**src/design/serialCtrlPkg.sv**
```systemverilog
package serialCtrlPkg;

  typedef logic [7:0] byte_t;     // one payload byte
  typedef logic [6:0] devAddr_t;  // usb device address
  typedef logic [6:0] descLen_t;  // descriptor or request length, under 128
  typedef logic [2:0] txnType_t;  // flags {SETUP, OUT, IN}

  // kind of the control transfer in progress
  typedef enum logic [1:0] {
    TFR_NONE,
    TFR_NODATA,  // setup, status in
    TFR_READ,    // setup, data in, status out
    TFR_WRITE    // setup, data out, status in
  } ctrlTfr_t;

  // IN packet writer
  typedef enum logic [1:0] {
    WR_IDLE,
    WR_FILL,  // copying descriptor bytes into tx buffer
    WR_WAIT   // packet ready, waiting on ACK
  } wrState_t;

endpackage

```
**src/design/usbSpecPkg.sv**
```systemverilog
package usbSpecPkg;

  // standard device request codes, bRequest
  localparam logic [7:0] BREQUEST_SET_ADDRESS    = 8'd5;
  localparam logic [7:0] BREQUEST_GET_DESCRIPTOR = 8'd6;

  // descriptor types, wValue high byte of GET_DESCRIPTOR
  localparam logic [7:0] BDESCRIPTORTYPE_DEVICE        = 8'd1;
  localparam logic [7:0] BDESCRIPTORTYPE_CONFIGURATION = 8'd2;
  localparam logic [7:0] BDESCRIPTORTYPE_INTERFACE     = 8'd4;
  localparam logic [7:0] BDESCRIPTORTYPE_ENDPOINT      = 8'd5;

  // class codes
  localparam logic [7:0] BASECLASS_UNKNOWN = 8'd0;   // defer to interface descriptor
  localparam logic [7:0] BASECLASS_VENDOR  = 8'hFF;  // usbserial matches on vid:pid

  // endpoint bmAttributes transfer type
  localparam logic [7:0] ENDPTYPE_BULK = 8'd2;

  // descriptor sizes in bytes
  // config total = config + interface + 2 endpoints
  localparam int DEVICE_BLENGTH      = 18;
  localparam int CONFIG_WTOTALLENGTH = 9 + 9 + 7 + 7;

endpackage
```
**src/design/usbSerialCtrlEndp.sv**
```systemverilog
module usbSerialCtrlEndp #(
  parameter logic [15:0] VENDOR_ID  = 16'h1337,
  parameter logic [15:0] PRODUCT_ID = 16'hf055,
  parameter int          MAX_PKT    = 8
) (
  input  logic                         i_clk,
  input  logic                         i_reset,
  output serialCtrlPkg::devAddr_t      o_devAddr,
  output logic                         o_er0Ready,   // host to device
  input  logic                         i_er0Valid,
  output logic                         o_er0Stall,
  output logic                         o_er0RdEn,    // rx buffer reads
  output logic [$clog2(MAX_PKT)-1:0]   o_er0RdIdx,
  input  serialCtrlPkg::byte_t         i_er0RdByte,
  input  logic [$clog2(MAX_PKT+1)-1:0] i_er0RdNBytes,
  input  logic                         i_et0Ready,   // ACK or STALL seen
  output logic                         o_et0Valid,
  output logic                         o_et0Stall,
  output logic                         o_et0WrEn,    // tx buffer writes
  output logic [$clog2(MAX_PKT)-1:0]   o_et0WrIdx,
  output serialCtrlPkg::byte_t         o_et0WrByte,
  output logic [$clog2(MAX_PKT+1)-1:0] o_et0WrNBytes,
  input  serialCtrlPkg::txnType_t      i_txnType     // {SETUP, OUT, IN}
);

  logic erAccepted, etAccepted, beginCtrlTfr, dirIn, descFound;
  serialCtrlPkg::byte_t     bRequest, descByte;
  logic [15:0]              wValue;
  serialCtrlPkg::descLen_t  wLength0, descLen, descAddr;
  serialCtrlPkg::ctrlTfr_t  tfr;

  assign erAccepted = o_er0Ready && i_er0Valid;
  assign etAccepted = o_et0Valid && i_et0Ready;
  // take every setup payload, and the zero-length status OUT of a read
  assign o_er0Ready = i_txnType[2] || (tfr == serialCtrlPkg::TFR_READ);

  setupCapture #(.MAX_PKT(MAX_PKT)) u_setup (
    .i_clk, .i_reset, .i_erAccepted(erAccepted), .i_isSetup(i_txnType[2]),
    .i_er0RdByte, .i_er0RdNBytes, .o_er0RdEn, .o_er0RdIdx,
    .o_bRequest(bRequest), .o_wValue(wValue), .o_wLength0(wLength0),
    .o_dirIn(dirIn), .o_beginCtrlTfr(beginCtrlTfr)
  );

  descriptorRom #(.VENDOR_ID(VENDOR_ID), .PRODUCT_ID(PRODUCT_ID), .MAX_PKT(MAX_PKT)) u_rom (
    .i_descType(wValue[15:8]), .i_addr(descAddr),
    .o_descFound(descFound), .o_descLen(descLen), .o_descByte(descByte)
  );

  ctrlTfrTracker u_tracker (
    .i_clk, .i_reset, .i_beginCtrlTfr(beginCtrlTfr), .i_bRequest(bRequest),
    .i_wValueLow(wValue[7:0]), .i_wLength0(wLength0), .i_dirIn(dirIn),
    .i_descFound(descFound),
    .i_zeroInSent(etAccepted && i_txnType[0]),    // IN status stage
    .i_outAccepted(erAccepted && i_txnType[1]),   // OUT status stage
    .o_tfr(tfr), .o_er0Stall, .o_et0Stall, .o_devAddr
  );

  inPktWriter #(.MAX_PKT(MAX_PKT)) u_writer (
    .i_clk, .i_reset, .i_tfr(tfr), .i_beginCtrlTfr(beginCtrlTfr),
    .i_etAccepted(etAccepted), .i_wLength0(wLength0), .i_descLen(descLen),
    .i_descByte(descByte), .o_descAddr(descAddr), .o_et0WrEn, .o_et0WrIdx,
    .o_et0WrByte, .o_et0WrNBytes, .o_et0Valid
  );

endmodule

```
**src/design/inPktWriter.sv**
```systemverilog
module inPktWriter #(
  parameter int MAX_PKT = 8
) (
  input  logic                         i_clk,
  input  logic                         i_reset,
  input  serialCtrlPkg::ctrlTfr_t      i_tfr,
  input  logic                         i_beginCtrlTfr,
  input  logic                         i_etAccepted,
  input  serialCtrlPkg::descLen_t      i_wLength0,
  input  serialCtrlPkg::descLen_t      i_descLen,
  input  serialCtrlPkg::byte_t         i_descByte,
  output serialCtrlPkg::descLen_t      o_descAddr,
  output logic                         o_et0WrEn,
  output logic [$clog2(MAX_PKT)-1:0]   o_et0WrIdx,
  output serialCtrlPkg::byte_t         o_et0WrByte,
  output logic [$clog2(MAX_PKT+1)-1:0] o_et0WrNBytes,
  output logic                         o_et0Valid
);

  localparam int IDX_W = $clog2(MAX_PKT);
  localparam int NB_W = $clog2(MAX_PKT + 1);
  localparam int NPKT_W = $clog2(128 / MAX_PKT + 1);  // wLength under 128

  serialCtrlPkg::wrState_t  state;
  serialCtrlPkg::descLen_t  bytesWritten;  // across the whole transfer
  serialCtrlPkg::descLen_t  nBytesToSend;
  logic [NB_W-1:0]          wrNBytes;      // within current packet
  logic [NPKT_W-1:0]        pktsSent;
  logic                     inRead, pktFull, descDone, pktsRemain;

  assign inRead = (i_tfr == serialCtrlPkg::TFR_READ);
  // short descriptor ends early, short wLength truncates
  assign nBytesToSend = (i_wLength0 < i_descLen) ? i_wLength0 : i_descLen;
  assign o_et0WrEn = (state == serialCtrlPkg::WR_FILL) && inRead && (bytesWritten != nBytesToSend);
  assign pktFull = (o_et0WrIdx == IDX_W'(MAX_PKT - 1));  // MAX_PKT is a power of 2
  assign descDone = (bytesWritten + 7'd1 == nBytesToSend);
  // one extra packet beyond full ones, short or zero-length
  assign pktsRemain = (int'(pktsSent) * MAX_PKT) <= int'(nBytesToSend);

  assign o_descAddr = bytesWritten;
  assign o_et0WrByte = i_descByte;
  assign o_et0WrIdx = wrNBytes[IDX_W-1:0];
  assign o_et0WrNBytes = inRead ? wrNBytes : '0;  // status stages are zero-length
  assign o_et0Valid = inRead ? ((state == serialCtrlPkg::WR_WAIT) && pktsRemain)
                             : ((i_tfr == serialCtrlPkg::TFR_NODATA) ||
                                (i_tfr == serialCtrlPkg::TFR_WRITE));

  always_ff @(posedge i_clk) begin
    if (i_reset || i_beginCtrlTfr) begin
      state <= serialCtrlPkg::WR_IDLE;
      bytesWritten <= '0;
      wrNBytes <= '0;
      pktsSent <= '0;
    end else begin
      if (o_et0WrEn) begin
        bytesWritten <= bytesWritten + 7'd1;
        wrNBytes <= wrNBytes + 1'b1;
      end
      case (state)
        serialCtrlPkg::WR_IDLE: if (inRead) state <= serialCtrlPkg::WR_FILL;
        serialCtrlPkg::WR_FILL: begin
          if (!inRead) state <= serialCtrlPkg::WR_IDLE;  // stalled or aborted
          else if (!o_et0WrEn || pktFull || descDone) state <= serialCtrlPkg::WR_WAIT;
        end
        serialCtrlPkg::WR_WAIT: begin
          if (!inRead) begin
            state <= serialCtrlPkg::WR_IDLE;
          end else if (i_etAccepted) begin
            state <= serialCtrlPkg::WR_FILL;  // next packet
            pktsSent <= pktsSent + 1'b1;
            wrNBytes <= '0;
          end
        end
        default: state <= serialCtrlPkg::WR_IDLE;
      endcase
    end
  end

  // tx buffer never rewritten under a packet the host may be reading
  a_wrOnlyInFill: assert property (@(posedge i_clk) disable iff (i_reset)
    o_et0WrEn |-> (state == serialCtrlPkg::WR_FILL) && !o_et0Valid);

endmodule

```
**src/design/ctrlTfrTracker.sv**
```systemverilog
module ctrlTfrTracker (
  input  logic                     i_clk,
  input  logic                     i_reset,
  input  logic                     i_beginCtrlTfr,
  input  serialCtrlPkg::byte_t     i_bRequest,
  input  serialCtrlPkg::byte_t     i_wValueLow,
  input  serialCtrlPkg::descLen_t  i_wLength0,
  input  logic                     i_dirIn,
  input  logic                     i_descFound,
  input  logic                     i_zeroInSent,
  input  logic                     i_outAccepted,
  output serialCtrlPkg::ctrlTfr_t  o_tfr,
  output logic                     o_er0Stall,
  output logic                     o_et0Stall,
  output serialCtrlPkg::devAddr_t  o_devAddr
);

  serialCtrlPkg::ctrlTfr_t  nextKind;
  serialCtrlPkg::devAddr_t  newAddr;  // held until status stage completes
  logic                     setAddress;
  logic                     getDescriptor;
  logic                     supported;
  logic                     setAddrPending;
  logic                     applyAddr;

  assign setAddress = (i_bRequest == usbSpecPkg::BREQUEST_SET_ADDRESS);
  assign getDescriptor = (i_bRequest == usbSpecPkg::BREQUEST_GET_DESCRIPTOR);
  // only two requests answered, descriptor type decoded in the rom
  assign supported = setAddress || (getDescriptor && i_descFound);

  // new address only after the zero-length IN of SET_ADDRESS is ACKed
  assign applyAddr = setAddrPending && (o_tfr == serialCtrlPkg::TFR_NODATA) && i_zeroInSent;

  always_comb begin
    if (i_wLength0 == '0)
      nextKind = serialCtrlPkg::TFR_NODATA;
    else if (i_dirIn)
      nextKind = serialCtrlPkg::TFR_READ;
    else
      nextKind = serialCtrlPkg::TFR_WRITE;
  end

  always_ff @(posedge i_clk) begin
    if (i_reset) begin
      o_tfr <= serialCtrlPkg::TFR_NONE;
      o_et0Stall <= 1'b0;
      o_er0Stall <= 1'b0;
      setAddrPending <= 1'b0;
      o_devAddr <= '0;
    end else if (i_beginCtrlTfr) begin
      // host may abandon a transfer, latest setup always wins
      o_tfr <= nextKind;
      o_et0Stall <= (nextKind == serialCtrlPkg::TFR_READ) && !supported;
      o_er0Stall <= (nextKind == serialCtrlPkg::TFR_WRITE) && !supported;
      setAddrPending <= setAddress && (nextKind == serialCtrlPkg::TFR_NODATA);
    end else begin
      if (o_et0Stall || o_er0Stall) begin
        o_tfr <= serialCtrlPkg::TFR_NONE;  // stall answers every stage
      end else begin
        case (o_tfr)
          serialCtrlPkg::TFR_NODATA,
          serialCtrlPkg::TFR_WRITE: if (i_zeroInSent) o_tfr <= serialCtrlPkg::TFR_NONE;
          serialCtrlPkg::TFR_READ:  if (i_outAccepted) o_tfr <= serialCtrlPkg::TFR_NONE;
          default: ;
        endcase
      end
      if (applyAddr) begin
        o_devAddr <= newAddr;  // sticky until next SET_ADDRESS
        setAddrPending <= 1'b0;
      end
    end
  end

  always_ff @(posedge i_clk) begin
    if (i_beginCtrlTfr && setAddress) newAddr <= i_wValueLow[6:0];
  end

  a_oneStall: assert property (@(posedge i_clk) disable iff (i_reset)
    !(o_et0Stall && o_er0Stall));

endmodule

```
**src/design/descriptorRom.sv**
```systemverilog
module descriptorRom #(
  parameter logic [15:0] VENDOR_ID  = 16'h1337,
  parameter logic [15:0] PRODUCT_ID = 16'hf055,
  parameter int          MAX_PKT    = 8
) (
  input  serialCtrlPkg::byte_t     i_descType,
  input  serialCtrlPkg::descLen_t  i_addr,
  output logic                     o_descFound,
  output serialCtrlPkg::descLen_t  o_descLen,
  output serialCtrlPkg::byte_t     o_descByte
);

  localparam int DEV_LEN = usbSpecPkg::DEVICE_BLENGTH;
  localparam int CFG_LEN = usbSpecPkg::CONFIG_WTOTALLENGTH;

  // byte 0 in the low bits, multi-byte fields land little-endian
  localparam logic [8*DEV_LEN-1:0] DEV_ROM = {
    8'd1,                                  // bNumConfigurations
    8'd0, 8'd0, 8'd0,                      // no string descriptors
    16'h0000,                              // bcdDevice
    PRODUCT_ID,
    VENDOR_ID,
    8'(MAX_PKT),                           // bMaxPacketSize0
    8'd0, 8'd0,                            // protocol, subclass
    usbSpecPkg::BASECLASS_UNKNOWN,         // class from interface
    16'h0200,                              // usb 2.0
    usbSpecPkg::BDESCRIPTORTYPE_DEVICE,
    8'(DEV_LEN)
  };

  localparam logic [8*CFG_LEN-1:0] CFG_ROM = {
    // bulk IN, ep 1
    8'd0, 16'(MAX_PKT), usbSpecPkg::ENDPTYPE_BULK, 8'h81,
    usbSpecPkg::BDESCRIPTORTYPE_ENDPOINT, 8'd7,
    // bulk OUT, ep 1
    8'd0, 16'(MAX_PKT), usbSpecPkg::ENDPTYPE_BULK, 8'h01,
    usbSpecPkg::BDESCRIPTORTYPE_ENDPOINT, 8'd7,
    // interface 0, two endpoints, vendor class
    8'd0, 8'd0, 8'd0, usbSpecPkg::BASECLASS_VENDOR, 8'd2, 8'd0, 8'd0,
    usbSpecPkg::BDESCRIPTORTYPE_INTERFACE, 8'd9,
    // configuration 1
    8'd50,                                 // 100mA
    8'hC0,                                 // self and bus powered
    8'd0, 8'd1, 8'd1,                      // no string, value 1, one interface
    16'(CFG_LEN),
    usbSpecPkg::BDESCRIPTORTYPE_CONFIGURATION,
    8'd9
  };

  always_comb begin
    o_descFound = 1'b0;
    o_descLen = '0;
    o_descByte = '0;
    if (i_descType == usbSpecPkg::BDESCRIPTORTYPE_DEVICE) begin
      o_descFound = 1'b1;
      o_descLen = 7'(DEV_LEN);
      if (int'(i_addr) < DEV_LEN) o_descByte = DEV_ROM[8*i_addr +: 8];
    end else if (i_descType == usbSpecPkg::BDESCRIPTORTYPE_CONFIGURATION) begin
      o_descFound = 1'b1;
      o_descLen = 7'(CFG_LEN);
      if (int'(i_addr) < CFG_LEN) o_descByte = CFG_ROM[8*i_addr +: 8];
    end
  end

endmodule

```
**src/design/setupCapture.sv**
```systemverilog
module setupCapture #(
  parameter int MAX_PKT = 8
) (
  input  logic                         i_clk,
  input  logic                         i_reset,
  input  logic                         i_erAccepted,
  input  logic                         i_isSetup,
  input  serialCtrlPkg::byte_t         i_er0RdByte,
  input  logic [$clog2(MAX_PKT+1)-1:0] i_er0RdNBytes,
  output logic                         o_er0RdEn,
  output logic [$clog2(MAX_PKT)-1:0]   o_er0RdIdx,
  output serialCtrlPkg::byte_t         o_bRequest,
  output logic [15:0]                  o_wValue,
  output serialCtrlPkg::descLen_t      o_wLength0,
  output logic                         o_dirIn,
  output logic                         o_beginCtrlTfr
);

  localparam int IDX_W = $clog2(MAX_PKT);
  localparam int NB_W = $clog2(MAX_PKT + 1);

  logic [NB_W-1:0]  rdNBytes;     // payload size latched at accept
  logic [NB_W-1:0]  rdIdx;
  logic             push;         // rd data valid this cycle
  logic [IDX_W-1:0] pushIdx;
  logic             setupInflight;
  logic             finalPush;

  assign o_er0RdEn = (rdNBytes != rdIdx);
  assign o_er0RdIdx = rdIdx[IDX_W-1:0];
  assign finalPush = push && !o_er0RdEn;  // last byte arrives, no more reads
  assign o_beginCtrlTfr = setupInflight && finalPush;

  always_ff @(posedge i_clk) begin
    if (i_reset) begin
      rdNBytes <= '0;
      rdIdx <= '0;
      push <= 1'b0;
      setupInflight <= 1'b0;
    end else begin
      push <= o_er0RdEn;  // buffer answers one cycle later
      if (i_erAccepted) begin
        rdNBytes <= i_er0RdNBytes;
        rdIdx <= '0;
        setupInflight <= i_isSetup;  // data-stage payloads do not start a transfer
      end else begin
        if (o_er0RdEn) rdIdx <= rdIdx + 1'b1;
        if (finalPush) setupInflight <= 1'b0;
      end
    end
  end

  // request fields, wIndex and wLength high byte are not kept
  always_ff @(posedge i_clk) begin
    pushIdx <= o_er0RdIdx;
    if (push && setupInflight) begin
      case (pushIdx)
        'd0: o_dirIn <= i_er0RdByte[7];  // bmRequestType direction
        'd1: o_bRequest <= i_er0RdByte;
        'd2: o_wValue[7:0] <= i_er0RdByte;
        'd3: o_wValue[15:8] <= i_er0RdByte;  // descriptor type
        'd6: o_wLength0 <= i_er0RdByte[6:0];
        default: ;
      endcase
    end
  end

  a_rdIdxInRange: assert property (@(posedge i_clk) disable iff (i_reset)
    rdIdx <= rdNBytes);

endmodule

```
**config.mk**
```make
export PLATFORM = sky130hd
export DESIGN_NAME = usbSerialCtrlEndp
export DESIGN_NICKNAME = d
export VERILOG_FILES = /design/src/design/serialCtrlPkg.sv /design/src/design/usbSpecPkg.sv /design/src/design/usbSerialCtrlEndp.sv /design/src/design/inPktWriter.sv /design/src/design/ctrlTfrTracker.sv /design/src/design/descriptorRom.sv /design/src/design/setupCapture.sv
export SDC_FILE = /design/constraint.sdc
export NUM_CORES = 1
export LEC_CHECK = 0
export BUFFER_PORTS_ARGS = -buffer_cell sky130_fd_sc_hd__buf_2
export CAP_MARGIN = 20
export CELL_PAD_IN_SITES_DETAIL_PLACEMENT = 0
export CELL_PAD_IN_SITES_GLOBAL_PLACEMENT = 1
export CORE_ASPECT_RATIO = 1.4
export CORE_MARGIN = 1
export CORE_UTILIZATION = 46
export DETAILED_ROUTE_END_ITERATION = 6
export PLACE_DENSITY_LB_ADDON = 0.1
export SETUP_SLACK_MARGIN = 0.15
export SYNTH_ARGS = -nofsm -noshare
export SYNTH_HDL_FRONTEND = slang
export SYNTH_HIERARCHICAL = 1
export SYNTH_SLANG_ARGS = --single-unit
export TNS_END_PERCENT = 1
```
**constraint.sdc**
```tcl
create_clock -name i_clk -period 4.69 [get_ports i_clk]
set_input_delay 0.7035 -clock i_clk [delete_from_list [all_inputs] [get_ports i_clk]]
set_output_delay 0.7035 -clock i_clk [all_outputs]
set_load 0.02 [all_outputs]
```
# == Word level (Yosys, flattened, before mapping) ==
# Index checks and enable logic that the tools add are counted.
# word_totals
ff_bits,81
out_inout_bits,31
# classes
addsub,4
magnitude_cmp,4
eq_ne,25
n_shift,2
mux,32
bitwise,1
reduce_logical,44
# op_table
operator,count
$shiftx A256 B11 Y8 const A,1
$shiftx A144 B11 Y8 const A,1
$mux W8,4
$mux W2,10
$mux W4,5
$logic_and A1 B1 Y1,17
$eq A8 B3 Y1 const B,2
$mux W7,2
$reduce_and A2 Y1,6
$eq A2 B2 Y1 const B,5
$reduce_and A3 Y1,3
$add A4 B1 Y4 const B,2
$eq A8 B1 Y1 const B,1
$eq A8 B2 Y1 const B,1
$le A8 B7 Y1,1
$mux W1,8
$add A7 B1 Y7 const B,1
$eq A7 B7 Y1,1
$logic_not A7 Y1,1
$logic_or A1 B1 Y1,7
$lt A7 B5 Y1 const B,1
$lt A7 B6 Y1 const B,1
$lt A7 B7 Y1,1
$ne A7 B7 Y1,1
20 further kinds,29

# == Longest topological paths before layout ==
# logic_depth
depth_word,14
depth_mapped,24
depth_no_buf,22

# == By module ==
# The synthesis kept the hierarchy.
# by_module_without_submodules
mod,instances,cells_each,area_each_um2,seq_area_each_um2
inPktWriter,1,224,1841.8,360.3
setupCapture,1,91,1536.5,1221.2
ctrlTfrTracker,1,74,779.5,450.4
descriptorRom,1,87,550.5,0.0
usbSerialCtrlEndp,1,8,57.6,0.0

# == Worst setup path before layout ==
# Ideal clock, no wire load.
# synth_timing
kind,reg2reg
startpoint,register u_setup.o_wValue[15]
endpoint,register u_writer.pktsSent[4]
setup_ps,125
arrival_time_ps,4295
path_slack_ps,270
stages_incl_launch_ff,25
n_path_buf,2
cell_sequence,edfxtp_1 nor4_2 nand2_1 nor2_1 buf_4 inv_1 ha_1 a21o_1 a21oi_4 o21ai_4 a21oi_4 nor2_1 a21oi_1 ha_1 a21o_1 a21oi_1 nor2b_1 o32ai_1 a41o_1 and2_1 and3_1 clkbuf_1 nand4_1 xnor2_1 nor2_1
# synth_via
word_cells_on_any_way,11
# synth_rtl
item,line,source
from (decl),setupCapture.sv:13,"output logic [15:0] o_wValue,"
from (signal assigned),setupCapture.sv:61,'d3: o_wValue[15:8] <= i_er0RdByte;
$eq A8 B1 Y1 *,descriptorRom.sv:54,if (i_descType == usbSpecPkg::BDESCRIPTORTYPE_DEVICE) begin
$mux W7 *,descriptorRom.sv:54,
net descLen[1],usbSerialCtrlEndp.sv:29,"serialCtrlPkg::descLen_t wLength0, descLen, descAddr;"
$lt A7 B7 Y1,inPktWriter.sv:33,assign nBytesToSend = (i_wLength0 < i_descLen) ? i_wLength0 : i_descLen;
$mux W7 *,inPktWriter.sv:33,
$le A8 B7 Y1 *,inPktWriter.sv:38,assign pktsRemain = (int'(pktsSent) * MAX_PKT) <= int'(nBytesToSend);
$logic_and A1 B1 Y1 *,inPktWriter.sv:44,assign o_et0Valid = inRead ? ((state == serialCtrlPkg::WR_WAIT) && pktsRemain)
$mux W1 *,inPktWriter.sv:44,
net o_et0Valid,usbSerialCtrlEndp.sv:17,"output logic o_et0Valid,"
$logic_and A1 B1 Y1 *,usbSerialCtrlEndp.sv:33,assign etAccepted = o_et0Valid && i_et0Ready;
net etAccepted,usbSerialCtrlEndp.sv:26,"logic erAccepted, etAccepted, beginCtrlTfr, dirIn, descFound;"
$reduce_and A3 Y1 (no source line) *,--,
to (signal assigned),inPktWriter.sv:70,pktsSent <= pktsSent + 1'b1;
to (decl),inPktWriter.sv:28,logic [NPKT_W-1:0] pktsSent;
# The timed path passes the listed nets; every way through them passes the cells marked *.
# A chain may end at the register's enable or synchronous reset.

# == Worst setup path in the final report ==
# layout_timing
startpoint,register u_setup.o_wValue[15]
endpoint,output o_et0Valid
# layout_via
word_cells_on_any_way,9
# layout_rtl
item,line
$eq A8 B1 Y1 *,descriptorRom.sv:54
$mux W7 *,descriptorRom.sv:54
net descLen[1],usbSerialCtrlEndp.sv:29
$lt A7 B7 Y1,inPktWriter.sv:33
$mux W7 *,inPktWriter.sv:33
$le A8 B7 Y1 *,inPktWriter.sv:38
$logic_and A1 B1 Y1 *,inPktWriter.sv:44
$mux W1 *,inPktWriter.sv:44
to (decl),usbSerialCtrlEndp.sv:17
# Marked as above.

==> results <==
- The flow ran to the end, and the final reports show no timing, DRC or antenna violations.
- Traced cell by cell, the critical path runs through nor4_2, nand2_1, nor2_2, buf_6, inv_1, ha_1, nand2_1, o21a_2, o21ai_4, a21oi_4, buf_4, nor2_1, a21oi_1, ha_1, nand4_1, o32ai_2, a41o_1, buf_6.
- The number of remaining DRC errors is 0.
- The count of input and output buffers is 49.
- The pin slew with the least headroom to its limit is 0.853 ns.
- Dividing the final minimum period by the clock period gives between 90 and 100%.
- Internal power comes to 1.23 mW.
- Clock tree synthesis selected as its root buffer the cell sky130_fd_sc_hd__clkbuf_16.
- After clock tree synthesis, the clock-pin slew on the worst setup and hold paths is roughly 0.060 ns.
- The worst-case headroom to the max-slew limit is approximately 43%.
- OpenSTA, run right after detailed placement, puts the worst setup slack at 0.170 ns.
- The die covers 10700 um^2.
- The final routed wirelength across all metal layers is 10900 um.
- The delay of the slowest cell on the worst path is 0.37 ns.
- The initial core utilization is 47.6%.
- The count of final max-slew check failures is 0.
- For this design the total switching power over the nets is roughly 0.4 mW.
- The total instance count after detailed placement is 640.
- The accumulated negative setup slack is 0 ns.
- The initial antenna violation count came to 0.
- Setup violations remaining at the end of the flow were counted as 0.
- Static timing analysis puts the maximum clock frequency at 0.229 GHz.
- The final count of hold timing violations is 0.
- The post-route netlist has 25.7% of its cells at a drive strength greater than 1.
- The number of nets at the end of the flow is 565.
- The count of routing violations after the opening detailed-route iteration is 140.
- The first global-routing pass estimated 17400 um of wire.
- For this run, the number of Yosys warnings is 6.
- The average wire per cell in the routed design is 16.2 um.
- The horizontal die dimension is 87.8 um.
- The via count is 3723.
- Counting I/O delays and the setup requirement, the final critical path takes 4.36 ns.
- In the routed layout, each cell is associated on average with a via count of around 5.5.
- The tightest min-delay check is of the flop to flop type.
- The floorplan has 43 rows.
- For the worst-skew pair, the clock arrives at the later sink with an insertion delay of 0.34 ns.
- The netlist area before placement is 4740 um^2.
- The critical path class is flop to primary output.
- Pin placement for this block handled 50 I/O pins.
- The largest net degree at the start of global routing is 28.
- After global routing the overflow that remains totals 0.
- Detailed placement finished with a half-perimeter wire length of ~7900 um.
- In this run the deepest clock path goes through 2 buffers.
- In this run the standard cell core region covers 9950 um^2.
- On the final layout, the worst clock skew is 0.00503 ns.
- The routability-driven placement congestion ratio is 0.828.
- The kind of capture point of the worst setup path is a primary output.
- The die height is 122 um.
- The via count of the first global-routing pass is 3561.
- Power comes to 1.64 mW.
- The count of cells along the worst hold path is 0.
- The share of total power dissipated in sequential elements is a little under half.
- The worst voltage drop across the vdd grid is 274 uV.
- Setup repair after global routing could not meet its margin everywhere.
- For the worst setup path, the data required time is 3.99 ns.
- The critical path launch point type is a flop.
- The max capacitance violation total is 0.
- Counting cells, the worst reg-to-reg path comes to 21.
- In the post-route analysis, the smallest setup slack over all paths is 0.330 ns.
- The TritonCTS clock tree is done.
- The average footprint of a synthesized cell is 9.80 um^2.
- The clock tree synthesis step divided the H-tree into 3 levels.
- The fraction of power consumed by combinational cells is 8.5%.
- Data on the critical path arrives at its endpoint at around 3.7 ns.
- The number of buffers created by CTS is 9.
- The clock network power share is 44.4%.
- The finished layout holds 671 standard cells, fillers aside.
- The number of instances in the synthesized netlist is 483.
- Of the total power, the share spent switching nets is 24.5%.
- In this run the static leakage power is 2.09 nW.
- The post-route antenna net violation count is 0.
- The pre-antenna-repair detailed-routing pass consisted of 4 iterations.
- The power per unit of standard cell area is 301 nW/um^2.
- The maximum fanout count along the critical path is 6.
- Cells fill between 50% and 60% of the core in the end.
- The slowest stage of the critical path is the sky130_fd_sc_hd__edfxtp_1 cell.
- Global routing used ~21% of the available tracks across all layers.
- The number of diodes is 0.
- Counting every sink on the clock net gives 81.
- The area added between synthesis and finish is 14.7%.
[placed cells by master (no fill, tap or decap), types with 13 or more instances in the layout]
cell type	instances
sky130_fd_sc_hd__buf_2	48
sky130_fd_sc_hd__dfxtp_1	43
sky130_fd_sc_hd__nor2_1	42
sky130_fd_sc_hd__edfxtp_1	38
sky130_fd_sc_hd__nand2_1	32
sky130_fd_sc_hd__a21oi_1	26
sky130_fd_sc_hd__buf_4	23
sky130_fd_sc_hd__o21ai_0	20
sky130_fd_sc_hd__mux2i_1	16
sky130_fd_sc_hd__inv_1	15
sky130_fd_sc_hd__nand3_1	15
sky130_fd_sc_hd__nand2b_1	13
sky130_fd_sc_hd__ha_1	13
[final cells by class]
cell class / instances / area [um^2]
Clock buffer: 9 / 225
Clock inverter: 7 / 85.1
Fill cell: 905 / 4520
Inverter: 18 / 67.6
Multi-Input combinational cell: 348 / 2450
Sequential cell: 81 / 2000
Tap cell: 135 / 169
Timing Repair Buffer: 73 / 435
[power by group through the flow]
| stage | Sequential [mW] | Combinational (mW) | Clock [mW] |
|---|---|---|---|
| 5_1_grt | 0.772 | 0.153 | 0.767 |
| 4_1_cts | 0.770 | 0.137 | 0.742 |
| 3_5_place_dp | 0.785 | 0.133 | 0 |
| 2_1_floorplan | 0.782 | 0.107 | 0 |
| 6_report | 0.769 | 0.139 | 0.727 |
| 3_3_place_gp | 0.785 | 0.132 | 0 |
[critical path, delay by kind of cell (launching register included)]
kind            cells  cell delay (ns)
compound gates      6             1.02
simple gates        6             0.87
fa+ha+maj           2             0.58
flops               1             0.37
buf+inv             4             0.49
[through the flow]
stage	instance area [um^2]	hold slack (ns)
global placement	4950	0.402
detailed placement	4950	0.405
floorplan	4750	0.398
finish	5430	0.420
global route	5430	0.437
CTS	5300	0.420
[registers in the layout, summed over array words and instances (netlist names), 4 cells and up]
register	flops
u_tracker/newAddr	7
u_writer/o_descAddr	7
u_setup/o_wValue	15
u_setup/o_bRequest	8
u_setup/rdIdx	4
u_writer/pktsSent	5
u_setup/rdNBytes	4
u_writer/wrNBytes	4
u_setup/o_wLength0	7
u_tracker/o_devAddr	7
[worst paths after layout]
check                             from                     end  slack, ns
hold reg to reg    u_setup/o_wValue[2]    u_tracker/newAddr[2]       0.42
setup reg to reg  u_setup/o_wValue[15]  u_tracker/o_devAddr[4]       0.51
hold / removal     u_setup/o_wValue[2]    u_tracker/newAddr[2]       0.42
setup / recovery  u_setup/o_wValue[15]              o_et0Valid       0.33
[routing by layer]
| metal | GRT usage, % | vias to the layer above | wire length, um |
|---|---|---|---|
| li1 | - | 1848 | - |
| met1 | 24.4 | 1783 | 4440 |
| met2 | 38.6 | 74 | 5840 |
| met3 | 3.86 | 18 | 316 |
| met4 | 9.32 | 0 | 262 |
| met5 | 0 | - | 0 |
[what timing repair did]
action | 4_1_cts | 5_1_grt
setup endpoints to repair | 1 | 12
hold buffers | 0 | 0
setup buffers | 6 | 9
resized for setup | 0 | 13
pin swaps | 3 | 10
Power figures use the tool's default switching activity.
